--- src/verilog/dotp_pkg.sv ---
// Shared sizes, lane and vector types, control struct and slot states
// for the tiled matrix-vector engine
`default_nettype none

package dotp_pkg;

  // Default sizes, overridden through the top level parameters
  localparam int unsigned N         = 4;
  localparam int unsigned M         = 4;
  localparam int unsigned FifoDepth = 4;

  // One signed 8-bit lane
  typedef logic signed [7:0] int8_t;

  // N inputs per vector, M weight rows of N values
  typedef int8_t [N-1:0] inp_t;
  typedef inp_t  [M-1:0] weight_t;

  // Accumulator lane and the per-row vectors built from it
  typedef logic signed [23:0] acc_t;
  typedef acc_t [M-1:0]       acc_vec_t;
  typedef acc_t [M-1:0]       bias_t;

  // Requantized results, one per row
  typedef int8_t [M-1:0] oup_t;

  typedef logic [3:0]        tile_cnt_t;
  typedef logic [7:0]        eps_mult_t;
  typedef logic [4:0]        right_shift_t;
  typedef logic signed [7:0] add_t;

  // Holds 0 to FifoDepth entries
  typedef logic [2:0] fifo_usage_t;

  // Operation settings, stable while the engine is busy
  typedef struct packed {
    tile_cnt_t    tiles;
    eps_mult_t    eps_mult;
    right_shift_t right_shift;
    add_t         add;
  } ctrl_t;

  typedef enum logic {
    Empty,
    Full
  } slot_e;

endpackage

`default_nettype wire

--- src/verilog/dotp_input_sampler.sv ---
// Input sampler with one input vector slot and one bias slot
`timescale 1ns/100ps
`default_nettype none

module dotp_input_sampler #(
  parameter int unsigned N = dotp_pkg::N,
  parameter int unsigned M = dotp_pkg::M
) (
  input  logic            clk_i,
  input  logic            rst_ni,
  input  logic            inp_valid_i,
  output logic            inp_ready_o,
  input  dotp_pkg::inp_t  inp_i,
  input  logic            bias_valid_i,
  output logic            bias_ready_o,
  input  dotp_pkg::bias_t bias_i,
  input  logic            first_tile_i,
  output logic            smp_valid_o,
  input  logic            smp_ready_i,
  output dotp_pkg::inp_t  smp_inp_o,
  output dotp_pkg::bias_t smp_bias_o
);
  import dotp_pkg::*;

  slot_e inp_state_q;
  slot_e bias_state_q;
  inp_t  inp_q;
  bias_t bias_q;
  logic  inp_load;
  logic  bias_load;
  logic  bias_pop;

  if ($bits(inp_t) != N * 8 || $bits(bias_t) != M * 24) begin : gen_size_check
    $error("Input or bias type does not match N and M");
  end

  assign bias_pop     = smp_ready_i && first_tile_i;
  assign inp_ready_o  = (inp_state_q == Empty) || smp_ready_i;
  assign bias_ready_o = (bias_state_q == Empty) || bias_pop;
  assign inp_load     = inp_valid_i && inp_ready_o;
  assign bias_load    = bias_valid_i && bias_ready_o;

  // Bias only needed on the first tile
  assign smp_valid_o = (inp_state_q == Full) && (!first_tile_i || bias_state_q == Full);

  always_ff @(posedge clk_i, negedge rst_ni) begin
    if (!rst_ni) begin
      inp_state_q  <= Empty;
      bias_state_q <= Empty;
    end else begin
      if (inp_load) begin
        inp_state_q <= Full;
      end else if (smp_ready_i) begin
        inp_state_q <= Empty;
      end
      if (bias_load) begin
        bias_state_q <= Full;
      end else if (bias_pop) begin
        bias_state_q <= Empty;
      end
    end
  end

  always_ff @(posedge clk_i) begin
    if (inp_load) begin
      inp_q <= inp_i;
    end
    if (bias_load) begin
      bias_q <= bias_i;
    end
  end

  assign smp_inp_o  = inp_q;
  assign smp_bias_o = bias_q;

  // Array only fires on a complete sample
  assert property (@(posedge clk_i) disable iff (!rst_ni) smp_ready_i |-> smp_valid_o)
    else $error("Sampler popped without a valid sample");

endmodule

`default_nettype wire

--- config.mk ---
export PLATFORM = sky130hd
export DESIGN_NAME = dotp_input_sampler
export DESIGN_NICKNAME = d
export VERILOG_FILES = /design/src/verilog/dotp_pkg.sv /design/src/verilog/dotp_input_sampler.sv
export SDC_FILE = /design/constraint.sdc
export NUM_CORES = 1
export LEC_CHECK = 0
export BUFFER_PORTS_ARGS = -buffer_cell sky130_fd_sc_hd__buf_2
export CAP_MARGIN = 15
export CELL_PAD_IN_SITES_DETAIL_PLACEMENT = 1
export CELL_PAD_IN_SITES_GLOBAL_PLACEMENT = 2
export CORE_MARGIN = 2
export CORE_UTILIZATION = 27
export CTS_CLUSTER_SIZE = 30
export DETAILED_ROUTE_END_ITERATION = 10
export GPL_TIMING_DRIVEN = 0
export PLACE_DENSITY = 0.8
export SYNTH_ARGS = -nofsm -noshare
export SYNTH_HDL_FRONTEND = slang
export SYNTH_SLANG_ARGS = --single-unit
--- constraint.sdc ---
create_clock -name clk_i -period 5.9 [get_ports clk_i]
set_input_delay 0.885 -clock clk_i [delete_from_list [all_inputs] [get_ports clk_i]]
set_output_delay 0.885 -clock clk_i [all_outputs]
set_load 0.02 [all_outputs]
==> results.txt, run 1 <==
The run finished with clean final reports. The global placement routability congestion is 0.784. The number of buffers and inverters on the critical path is 3.

TritonCTS built the clock tree. edfxtp_1 is the most common cell in the netlist. The total half-perimeter wirelength after legalization and detailed placement is 8250 µm.

The final number of hold-violating endpoints came out at 0. The root buffer cell is clkbuf_16. The number of enable-type register cells in the synthesized netlist is 128. For this design the ratio of total power to cell area is 381 nW/µm². The repair_antennas step left the layout with diodes totalling 0. The headroom to the max-slew limit is 0.686. The worst setup skew after layout came out at 0.00574 ns. The overall global routing resource usage came out at 0.139. The tool flagged a number of max-cap violations equal to 0. The via total after detailed routing came out at 2571.

The post-synthesis sequential element count came out at 130. Broken down by cell family, the worst path's largest delay share belongs to buffers and inverters. The number of top-level pins came out at 265. In this run the critical register-to-register path is captured at smp_bias_o[66]$_DFFE_PP_. The measured slew at the worst slew-check pin came out at 0.471 ns. The unique cell type count in the Yosys netlist came out at 10. The sequential share of the synthesized area is 0.982. Counting every net in the synthesized netlist gives 273. The post-CTS clock slew at the launch and capture registers of the worst setup and hold paths is 0.06 ns. The die boundary height is 125 µm. The synthesized area divided by synthesized cell count is 28.5 µm². The area of the core came out at 14400 µm².

The floorplan step defined a die boundary enclosing 15700 µm². The length of the first detailed-routing pass in iterations came out at 4. The clock net sink count is 130.

After floorplanning, the core was divided into 44 placement rows. The gate count of the mapped netlist came out at 139. In this run the post-CTS setup repair buffer count came out at 0. Input and output buffers added on the ports amount to 264. For the worst setup path, the data required time is 5.02 ns. Ranked by total cell area, the synthesized netlist is headed by edfxtp_1 (97%), dfrtp_1 (1.3%), a21boi_4 (0.47%). The number of pins with negative max-slew slack in the final report came to 0.

The average wire per cell in the routed design is 17.0 µm. The via count of the first global-routing pass came to 2859. STA classifies the critical path endpoint as an output port. The startpoint of the most critical setup path is first_tile_i. The clock insertion delay at the later pin of the skew report is 0.41 ns. Traced cell by cell, the critical path runs through buf_2 > a21boi_4 > inv_1 > buf_2. Of the available clock period, the critical path in the final layout requires 0.389.

The area growth from synthesis to layout is 57.1%. The first global-routing pass estimated 16100 µm of wire. The chip width came out at 125 µm. The worst setup path is launched from an input pin. After detailed placement, the total cell area comes to 5600 µm².

The pin count of the biggest net entering global routing is 33. The largest fanout on the critical path came out at 3. The total non-filler cell area in the finished layout is 6230 µm². The shortest clock period the worst path allows after layout came out at 2.29 ns. In this design, the critical path's most frequently occurring cell is buf_2. Setup repair after global routing left no endpoint under its margin. The effective utilization at floorplan is 0.275.

The number of CTS-inserted buffers is 17. In this run the register-to-register setup slack is 3.99 ns. The residual overflow from global routing is 0. The H-tree depth reported by CTS came out at 4. The tightest min-delay check is of the input pin to asynchronous set/reset pin type. The slowest stage of the critical path belongs to the cell a21boi_4. The count of final setup violators came out at 0. The length in cells of the worst reg-to-reg path is 5. The number of gates resized after cts came out at 0. The final net count is 560.

The via count normalized by instance count came out at 4.13. The largest stage delay on the critical path is 0.19 ns. By count the netlist is led by edfxtp_1 (128), dfrtp_1 (2), inv_1 (2). The synthesized area came out at 3970 µm². The top achievable clock speed is 436 MHz. The number of warning messages in the yosys log is 0. Measured on the finished design, the core utilization comes to 0.432. The initial antenna violation count is 1.

The DRC violation count after routing is 0. The arrival time of data at the critical path endpoint came out at 1.41 ns. After detailed routing, the total wire length is 10600 µm.

For this design the static power due to leakage is 2.64 nW. The startpoint identified for the worst register-to-register timing path is bias_state_q$_DFFE_PN0P_. The share of synthesized area in the top cell type comes to 0.969.

In the final layout, the share of cells above drive strength 1 is 0.690. The clock tree buffer depth came out at 2. The maximum resistive drop on vdd is 162 µV. The most used flip-flop cell after synthesis is edfxtp_1. The proportion of synthesized flip-flops having asynchronous set or reset came out at 0.0154. The count of routing violations after the opening detailed-route iteration came out at 122. The cell type with the highest aggregate area in the netlist is edfxtp_1. The number of hold buffers added after CTS came out at 0. The remaining antenna violation count is 0. The worst setup path category is input pin to output port.
per-stage QoR:
| step | setup TNS, ns | hold WS (ns) | std cells | worst slack (ns) | total power, mW |
|---|---|---|---|---|---|
| 6_report | 0 | 0.246 | 623 | 3.61 | 2.38 |
| 5_1_grt | 0 | 0.228 | 623 | 3.57 | 2.47 |
| 4_1_cts | 0 | 0.225 | 623 | 3.60 | 2.41 |
| 3_5_place_dp | 0 | 0.544 | 591 | 3.40 | 1.29 |
| 3_3_place_gp | -168.76 | 0.536 | 587 | -1.77 | 1.28 |
| 2_1_floorplan | 0 | 0.554 | 139 | 0.156 | 1.19 |
cell type report:
type	count	area [µm²]
fillers	1509	8190
flip-flops and latches	130	3890
repair buffers	268	1400
clock buffers	17	425
well taps	184	230
clock inverters	15	205
multi-input cells	7	72.6
inverters	2	7.51
how the worst max path moves through the flow:
stage,end,cells past startpoint
after floorplan,smp_bias_o[0]$_DFFE_PP_,2
after global placement,smp_bias_o[6]$_DFFE_PP_,3
after detailed placement,smp_bias_o[6]$_DFFE_PP_,6
after CTS,bias_ready_o,4
after global routing,bias_ready_o,4
final,bias_ready_o,4
registers in the layout (all words and copies together) (netlist names):
signal / cells
inp_state_q: 1
smp_bias_o: 96
smp_inp_o: 32
bias_state_q: 1
routing by layer:
metal | vias up | track usage | share of wire
met5 | - | 0 | 0.0012
met4 | 2 | 0.0621 | 0.022
met3 | 20 | 0.0680 | 0.12
met2 | 190 | 0.223 | 0.48
met1 | 1225 | 0.157 | 0.38
li1 | 1134 | - | -
power breakdown:
part	leakage, nW	internal (mW)	switching, mW
sequential	1.22	1.07	0.0113
clock	0.301	0.711	0.402
combinational	1.12	0.0680	0.112
total	2.64	1.85	0.526
layout by cell type, fill, tap and decap left out, drive strengths merged:
cell type	n
buf	268
edfxtp	128
clkbuf	17
inv	6
bufinv	4
clkinv	4
clkinvlp	3
dfrtp	2
a21boi	2
nand2b	2
and2	1
nor2b	1
or2	1
cells by family (layout without fill, tap and decap cells):
| family | after synthesis | in the layout | share of synthesized area |
|---|---|---|---|
| flops | 130 | 130 | 0.982 |
| simple gates | 5 | 5 | 0.00978 |
| compound gates | 2 | 2 | 0.00663 |
| buf+inv | 2 | 302 | 0.00189 |
(Power assumes the default switching activity.)
==> inputs of run 2 (changes only) <==
--- a/config.mk
+++ b/config.mk
@@ -10,11 +10,11 @@
 export CELL_PAD_IN_SITES_DETAIL_PLACEMENT = 1
 export CELL_PAD_IN_SITES_GLOBAL_PLACEMENT = 2
 export CORE_MARGIN = 2
-export CORE_UTILIZATION = 27
+export CORE_UTILIZATION = 24
 export CTS_CLUSTER_SIZE = 30
 export DETAILED_ROUTE_END_ITERATION = 10
 export GPL_TIMING_DRIVEN = 0
-export PLACE_DENSITY = 0.8
+export PLACE_DENSITY = 0.76
 export SYNTH_ARGS = -nofsm -noshare
 export SYNTH_HDL_FRONTEND = slang
 export SYNTH_SLANG_ARGS = --single-unit
==> constraint.sdc (replaced) <==
create_clock -name clk_i -period 2 [get_ports clk_i]
set_input_delay 0.3 -clock clk_i [delete_from_list [all_inputs] [get_ports clk_i]]
set_output_delay 0.3 -clock clk_i [all_outputs]
set_load 0.02 [all_outputs]
==> run 2 against run 1 <==
Net effect:
- register-to-register slack worse by 3.7 ns
- clock-buffer cell count rose by 2
- cell count grew 5.3%
- global-route usage decreased by 1.7 points
- critical path type is now register to register
==> results.txt, run 2 (synthesized netlist as in run 1, its figures left out) <==
The worst hold path depth came out at 1. The cell area reported after detailed placement is 5660 µm² (+1.1%). The via count normalized by instance count came out at 3.86 (-6.4%).

The global placement routability congestion is 0.776 (-1.0%). The count of final setup violators is 0 (unchanged). The number of gates resized after cts is 0 (unchanged).

The worst register-to-register path ends at smp_bias_o[35]$_DFFE_PP_. The length of the first detailed-routing pass in iterations came out at 4 (unchanged). The headroom to the max-slew limit came out at 0.628 (-0.0586). The number of top-level pins came out at 265 (unchanged). The worst setup skew after layout came out at 0.00729 ns (+0.00155 ns). The tree is rooted in a clkbuf_16. The remaining antenna violation count is 0 (unchanged). The sum of negative setup slack is 0 ns (unchanged). The number of cells after detailed placement came out at 623 (+5.4%). The total non-filler cell area in the finished layout is 6200 µm² (-0.50%).

The number of CTS-inserted buffers came out at 17 (unchanged). Leaving out fill and tap cells, the most frequent cell in the layout is buf_2. The largest fanout on the critical path came out at 28 (+25). The final cell count without fillers is 656 (+5.3%). The largest stage delay on the critical path is 0.39 ns (+0.20 ns).

The final number of hold-violating endpoints came out at 0 (unchanged). The length in cells of the worst reg-to-reg path came to 4 (-1). The total half-perimeter wirelength after legalization and detailed placement is 8370 µm (+1.4%). The number of pins with negative max-slew slack in the final report is 0 (unchanged).

The average wire per cell in the routed design came out at 16.3 µm (-3.8%). The residual overflow from global routing came out at 0 (unchanged). In this run the worst setup path begins at bias_state_q$_DFFE_PN0P_.

The clock insertion delay at the later pin of the skew report came out at 0.41 ns (about the same). The effective utilization at floorplan is 0.248 (-0.0271). The clock tree buffer depth is 2 (unchanged). The number of buffers inserted by port buffering came to 264 (unchanged). The least setup slack across all paths after layout is 0.328 ns (-3.28 ns).

Setup repair after global routing left no endpoint under its margin. Traced cell by cell, the critical path runs through a21boi_4 > nor2b_4 > buf_16 > buf_12. The flow ran to the end, and the final reports show no timing, DRC or antenna violations. The ratio of cells with drive above 1 in the final layout came out at 0.681 (-0.00911). Subtracting the final worst setup slack from the clock period gives 1.67 ns. The TritonCTS clock tree is yes. The H-tree depth reported by CTS came out at 4 (unchanged). Compared with the post-synthesis result, the final layout area differs by 56.3%. The overall global routing resource usage came out at 0.122 (-0.0165).

The worst setup path category is register to register. The via total after detailed routing came out at 2534 (-1.4%). The worst reg-to-reg setup slack is 0.33 ns (-3.66 ns). The number of maximum-capacitance constraint violations is 0 (unchanged). The part of the cycle the worst path needs is 0.836. The final net count came out at 561 (+0.18%). The area of the core is 16000 µm² (+11%). The initial antenna violation count is 0 (-1). The pin count of the biggest net entering global routing is 39 (+18%).

The highest-delay cell along the critical path is nor2b_4. The number of flip-flops under the largest register name came out at 96 (unchanged). The worst register-to-register path begins at bias_state_q$_DFFE_PN0P_. The startpoint identified for the worst hold timing path is bias_i[49]. The post-layout total power was 6.51 mW (+170%). The post-CTS clock slew at the launch and capture registers of the worst setup and hold paths came out at 0.06 ns (about the same). The top achievable clock speed came out at 598 MHz. The wire length of the first global-routing pass came out at 15900 µm (-0.99%). STA classifies the critical path startpoint as a register. The overall die area is 17600 µm² (+12%). The endpoint type of the worst setup path is a register. The maximum resistive drop on vdd was 508 µV (+210%). The routed wire length was 10700 µm (+1.3%). The number of rows in the core area came out at 46 (+4.5%). The count of routing violations after the opening detailed-route iteration came out at 82 (-33%). The final core utilization came to 0.387 (-0.0445).

The worst hold slack after final layout is 0.0629 ns (-0.183 ns). The measured slew at the worst slew-check pin is 0.559 ns (+0.0878 ns). The reported leakage power came out at 2.61 nW (-1.4%). The power density over the cells is 1050 nW/µm² (+180%). The top cell types in the final layout, fill and taps aside, are buf_2 (264), edfxtp_1 (128), clkbuf_16 (17). The via count of the first global-routing pass is 2819 (-1.4%). The worst hold path endpoint is smp_bias_o[49]$_DFFE_PP_. The die boundary height came out at 133 µm (+5.9%). The worst hold path class is input pin to register.

The clock net sink count is 130 (unchanged). The worst slack at placement came out at 0.302 ns (-3.10 ns). The worst endpoint required time is 2.10 ns (-2.92 ns). The DRC violation count after routing came to 0 (unchanged).

The chip width came out at 133 µm (+5.9%). The arrival time of data at the critical path endpoint came out at 1.77 ns (+0.36 ns).
==> run 2: changes by cell type in the layout (fill, tap and decap cells not counted), sizes merged <==
| cell | change |
|---|---|
| inv | -4 |
| bufinv | -3 |
| clkinv | +3 |
| clkbuf | +2 |
| clkinvlp | +1 |
| diode | +1 |
| dlygate4sd3 | +1 |
==> run 2: per-layer routing <==
| layer | track usage | share of wire |
|---|---|---|
| met1 | 0.132 | 0.38 |
| met2 | 0.197 | 0.48 |
| met3 | 0.0736 | 0.13 |
| met4 | 0.0466 | 0.010 |
| met5 | 0 | 0 |
==> run 2: worst max path at each step <==
stage	end	slack [ns]	cells past startpoint
after floorplan	smp_bias_o[0]$_DFFE_PP_	-0.35	2
after global placement	smp_bias_o[37]$_DFFE_PP_	-0.90	2
after detailed placement	smp_bias_o[13]$_DFFE_PP_	0.30	4
after CTS	smp_bias_o[3]$_DFFE_PP_	0.29	4
after global routing	smp_bias_o[35]$_DFFE_PP_	0.23	4
final	smp_bias_o[35]$_DFFE_PP_	0.33	4
==> run 2: critical path: cells and delay by family, from the launching register on <==
family	cells	cell delay [ns]
flip-flops	1	0.37
buffers and inverters	2	0.43
AND/OR/NAND/NOR	1	0.39
AO/OA/AOI/OAI	1	0.15
==> run 2: where the power goes <==
group	leakage [nW]	switching, mW	total, mW	internal [mW]
combinational	1.14	0.334	0.542	0.208
clock	0.252	1.09	2.77	1.68
sequential	1.22	0.0333	3.19	3.16
total	2.61	1.46	6.51	5.05
==> run 2: area by class of cell <==
class | count | area (µm²)
antenna | 1 | 2.50
sequential | 130 | 3890
fill | 1701 | 9800
clock buffer | 19 | 433
tap | 216 | 270
timing repair buffer | 269 | 1430
multi-input combinational | 7 | 72.6
inverter | 2 | 7.51
clock inverter | 12 | 93.8
==> run 2: repair_timing <==
action                                 4_1_cts  5_1_grt
hold buffers                                 1        0
setup buffers                                0        0
endpoints found under the hold margin        2        0
==> inputs of run 3 (changes only) <==
--- a/config.mk
+++ b/config.mk
@@ -5,16 +5,17 @@
 export SDC_FILE = /design/constraint.sdc
 export NUM_CORES = 1
 export LEC_CHECK = 0
+export ABC_AREA = 1
 export BUFFER_PORTS_ARGS = -buffer_cell sky130_fd_sc_hd__buf_2
 export CAP_MARGIN = 15
 export CELL_PAD_IN_SITES_DETAIL_PLACEMENT = 1
 export CELL_PAD_IN_SITES_GLOBAL_PLACEMENT = 2
 export CORE_MARGIN = 2
-export CORE_UTILIZATION = 24
+export CORE_UTILIZATION = 27
 export CTS_CLUSTER_SIZE = 30
 export DETAILED_ROUTE_END_ITERATION = 10
 export GPL_TIMING_DRIVEN = 0
-export PLACE_DENSITY = 0.76
+export PLACE_DENSITY = 0.81
 export SYNTH_ARGS = -nofsm -noshare
 export SYNTH_HDL_FRONTEND = slang
 export SYNTH_SLANG_ARGS = --single-unit
==> constraint.sdc (replaced) <==
create_clock -name clk_i -period 1.6 [get_ports clk_i]
set_input_delay 0.24 -clock clk_i [delete_from_list [all_inputs] [get_ports clk_i]]
set_output_delay 0.24 -clock clk_i [all_outputs]
set_load 0.02 [all_outputs]
==> run 3 against run 2 <==
Net effect:
- register-to-register slack worse by 0.23 ns
- sequential share of layout area down 9.6 points
- setup slack got worse by 0.23 ns
- critical path depth is 2 lower
- sequential cell count did not move
- hold slack lost 0.042 ns
- via count up 21%
- clock-buffer cell count rose by 1
- clock skew about the same
- synthesized cell count rose by 2.2%
- clock power rose by 50%
- critical path type unchanged
- critical endpoint is now smp_bias_o[39]$_DFFE_PP_
- largest cell class unchanged
==> results.txt, run 3 <==
The flow ran to the end, and the final reports show no timing, DRC or antenna violations. The final number of hold-violating endpoints is 0 (unchanged). The number of enable-type register cells in the synthesized netlist is 128 (unchanged). The residual overflow from global routing came out at 0 (unchanged). The count of routing violations after the opening detailed-route iteration is 150 (+83%). The worst setup path is of the register to register kind. The initial antenna violation count is 0 (unchanged). Yosys attributes the largest share of cell area to edfxtp_1 (97%), dfrtp_1 (1.3%), nand2_1 (0.48%). The total half-perimeter wirelength after legalization and detailed placement is 8270 µm (-1.1%).

The internal power consumption came out at 7.12 mW (+41%). The worst setup skew after layout came out at 0.00724 ns (-0.0000483 ns). The gate count of the mapped netlist is 142 (+2.2%). The chip width came out at 125 µm (-5.8%).

Setup repair after global routing left no endpoint under its margin. The clock insertion delay at the later pin of the skew report came out at 0.41 ns (about the same). The area growth from synthesis to layout came out at 85.8%. In the post-synthesis netlist, the cell with the most instances is edfxtp_1. The number of rows in the core area came to 44 (-4.3%).

The global placement routability congestion is 0.736 (-5.2%). The number of setup buffers added after CTS came out at 0 (unchanged). CTS placed an instance of clkbuf_16 at the clock tree root. The power share of the sequential group came to 0.442 (-0.049).

TritonCTS built the clock tree. In the layout the commonest cells are buf_2 (264), edfxtp_1 (128), dlygate4sd3_1 (109). The number of buffers inserted by port buffering came to 264 (unchanged). The switching share of power came to 0.215 (-0.00900).

The post-synthesis sequential element count came out at 130 (unchanged). For this run, the leading register cell type out of synthesis is edfxtp_1. The number of CTS-inserted buffers is 17 (unchanged). The area of the core is 14400 µm² (-9.9%). The antenna diode count is 0 (-1).

The maximum resistive drop on vdd came out at 658 µV (+29%). The worst setup path is captured at a register. The library cell used most frequently in the layout, excluding fill and tap cells, is buf_2. The die boundary height is 125 µm (-5.8%). The number of maximum-capacitance constraint violations came to 0 (unchanged). The worst endpoint required time is 1.70 ns (-0.40 ns). The routed wire length came out at 13500 µm (+26%). The worst setup path is launched from a register. The synthesized area is 3950 µm² (-0.54%). The overall global routing resource usage came out at 0.174 (+0.0520). The proportion of synthesized flip-flops having asynchronous set or reset came out at 0.0154 (unchanged). The top-area cell type share of the netlist area was 0.974 (+0.00523). The wire length of the first global-routing pass was 20400 µm (+28%). The largest fanout on the critical path came out at 34 (+21%).

The headroom to the max-slew limit is 0.574 (-0.0535). The post-CTS clock slew at the launch and capture registers of the worst setup and hold paths came to 0.05 ns (about the same). The via count normalized by instance count is 4.17 (+7.8%).

The unique cell type count in the Yosys netlist was 6 (-4). The synthesized netlist net count is 276 (+1.1%). The count of final setup violators is 0 (unchanged). The reported leakage power is 3.09 nW (+19%).

The switching power came out at 1.95 mW (+34%). The combinational cell fraction of total power came out at 0.099 (+0.016). The remaining antenna violation count is 0 (unchanged).

The top achievable clock speed is 666 MHz (+11%). The final net count came out at 673 (+20%). The H-tree depth reported by CTS came out at 4 (unchanged).

The number of flip-flops under the largest register name is 96 (unchanged). The synthesized area divided by synthesized cell count is 27.8 µm² (-2.6%). The measured slew at the worst slew-check pin came out at 0.639 ns (+0.0803 ns).

By count the netlist is led by edfxtp_1 (128), nand2_1 (5), inv_1 (4). The power density over the cells is 1240 nW/µm² (+18%). The number of pins with negative max-slew slack in the final report is 0 (unchanged).

The via count of the first global-routing pass came out at 3506 (+24%). The part of the cycle the worst path needs was 0.939 (+0.103). The average wire per cell in the routed design is 18.4 µm (+13%). The least setup slack across all paths after layout came out at 0.0980 ns (-0.230 ns).

The DRC violation count after routing is 0 (unchanged). The ratio of cells with drive above 1 in the final layout came out at 0.542 (-0.139). The clock tree buffer depth is 2 (unchanged).

The length of the first detailed-routing pass in iterations came out at 4 (unchanged). The number of top-level pins is 265 (unchanged). The overall die area is 15600 µm² (-11%).

Summed over all instances, the cell type with the most area after synthesis is edfxtp_1. The via total after detailed routing came out at 3066 (+21%). The arrival time of data at the critical path endpoint is 1.60 ns (-0.17 ns).

The final core utilization was 0.508 (+0.121). The clock net sink count came out at 130 (unchanged). The shortest clock period the worst path allows after layout is 1.50 ns (-0.170 ns). The worst slack at placement was -0.142 ns (-0.444 ns). The number of warning messages in the yosys log came out at 0 (unchanged).

The sequential share of the synthesized area came to 0.987 (+0.00529). The worst hold path belongs to the class input pin to register. The effective utilization at floorplan came out at 0.274 (+0.0256). The clock network power share is 0.459 (+0.033). The pin count of the biggest net entering global routing is 35 (-10%).
## run 3: cell types whose count changed in the layout (fill, tap and decap cells not counted), sizes merged, moves of 2 or more
| cell | change |
|---|---|
| inv | +2 |
| nand2b | -2 |
| a21oi | +4 |
| clkinvlp | -3 |
| dlygate4sd3 | +108 |
| bufinv | +4 |
| nand2 | +5 |
## run 3: layer usage
metal	up-vias	share of wire	GRT usage
met5	-	0	0
met4	0	0.012	0.0490
met2	199	0.51	0.304
met3	14	0.095	0.0735
met1	1482	0.39	0.196
li1	1371	-	-
## run 3: timing repair
item | in CTS | in global routing
setup endpoints to repair | 111 | 1
pin swaps | 2 | 0
gates resized for setup | 1 | 2
hold endpoints to repair | 105 | 5
cloned | 2 | 0
hold buffers | 104 | 5
## run 3: path summary, 6_finish.rpt
kind                                     startpoint                        to  slack, ns  cells past startpoint
max                        bias_state_q$_DFFE_PN0P_  smp_bias_o[39]$_DFFE_PP_        0.1                      2
min                                       bias_i[1]   smp_bias_o[1]$_DFFE_PP_       0.02                      1
max reg2reg                bias_state_q$_DFFE_PN0P_  smp_bias_o[39]$_DFFE_PP_        0.1                      2
min reg2reg                bias_state_q$_DFFE_PN0P_  bias_state_q$_DFFE_PN0P_       0.59                      2
max in group asynchronous                    rst_ni   inp_state_q$_DFFE_PN0P_       1.34                      2
min in group asynchronous                    rst_ni  bias_state_q$_DFFE_PN0P_       0.16                      2
## run 3: cell families (layout without fill, tap and decap cells)
kind of cell / after synthesis / count (layout) / synth area share
buf+inv: 4 / 412 / 0.00380
flops: 130 / 130 / 0.987
compound gates: 3 / 5 / 0.00444
simple gates: 5 / 5 / 0.00476
## run 3: power by group through the flow
| stage | combinational [mW] | sequential, mW | clock, mW |
|---|---|---|---|
| floorplan | 0.0808 | 4.28 | 0 |
| global placement | 0.624 | 4.07 | 0 |
| detailed placement | 0.672 | 4.07 | 0 |
| CTS | 0.882 | 4.00 | 4.23 |
| global route | 0.963 | 4.02 | 4.38 |
| finish | 0.902 | 4.01 | 4.16 |
## run 3: critical path: stages, from the launching register on
cell	delay [ns]
dfrtp_2	0.45
a21oi_4	0.45
buf_12	0.28
## run 3: cell type report
class | instances | area [µm²]
fillers | 1440 | 7090
flip-flops and latches | 130 | 3900
repair buffers | 376 | 2480
clock buffers | 20 | 437
well taps | 184 | 230
clock inverters | 12 | 188
multi-input cells | 10 | 83.8
inverters | 4 | 15.0
## run 3: per-stage QoR
stage	setup TNS (ns)	hold slack, ns	std cells	power (mW)	cell area (µm²)
after floorplan	-81.06	-0.0556	142	4.36	3970
after global placement	-145.25	0.0287	590	4.69	5520
after detailed placement	-10.49	0.0319	593	4.74	5590
after CTS	0	0.000193	731	9.11	7280
after global routing	0	0.00127	736	9.37	7330
final	0	0.0206	736	9.07	7330
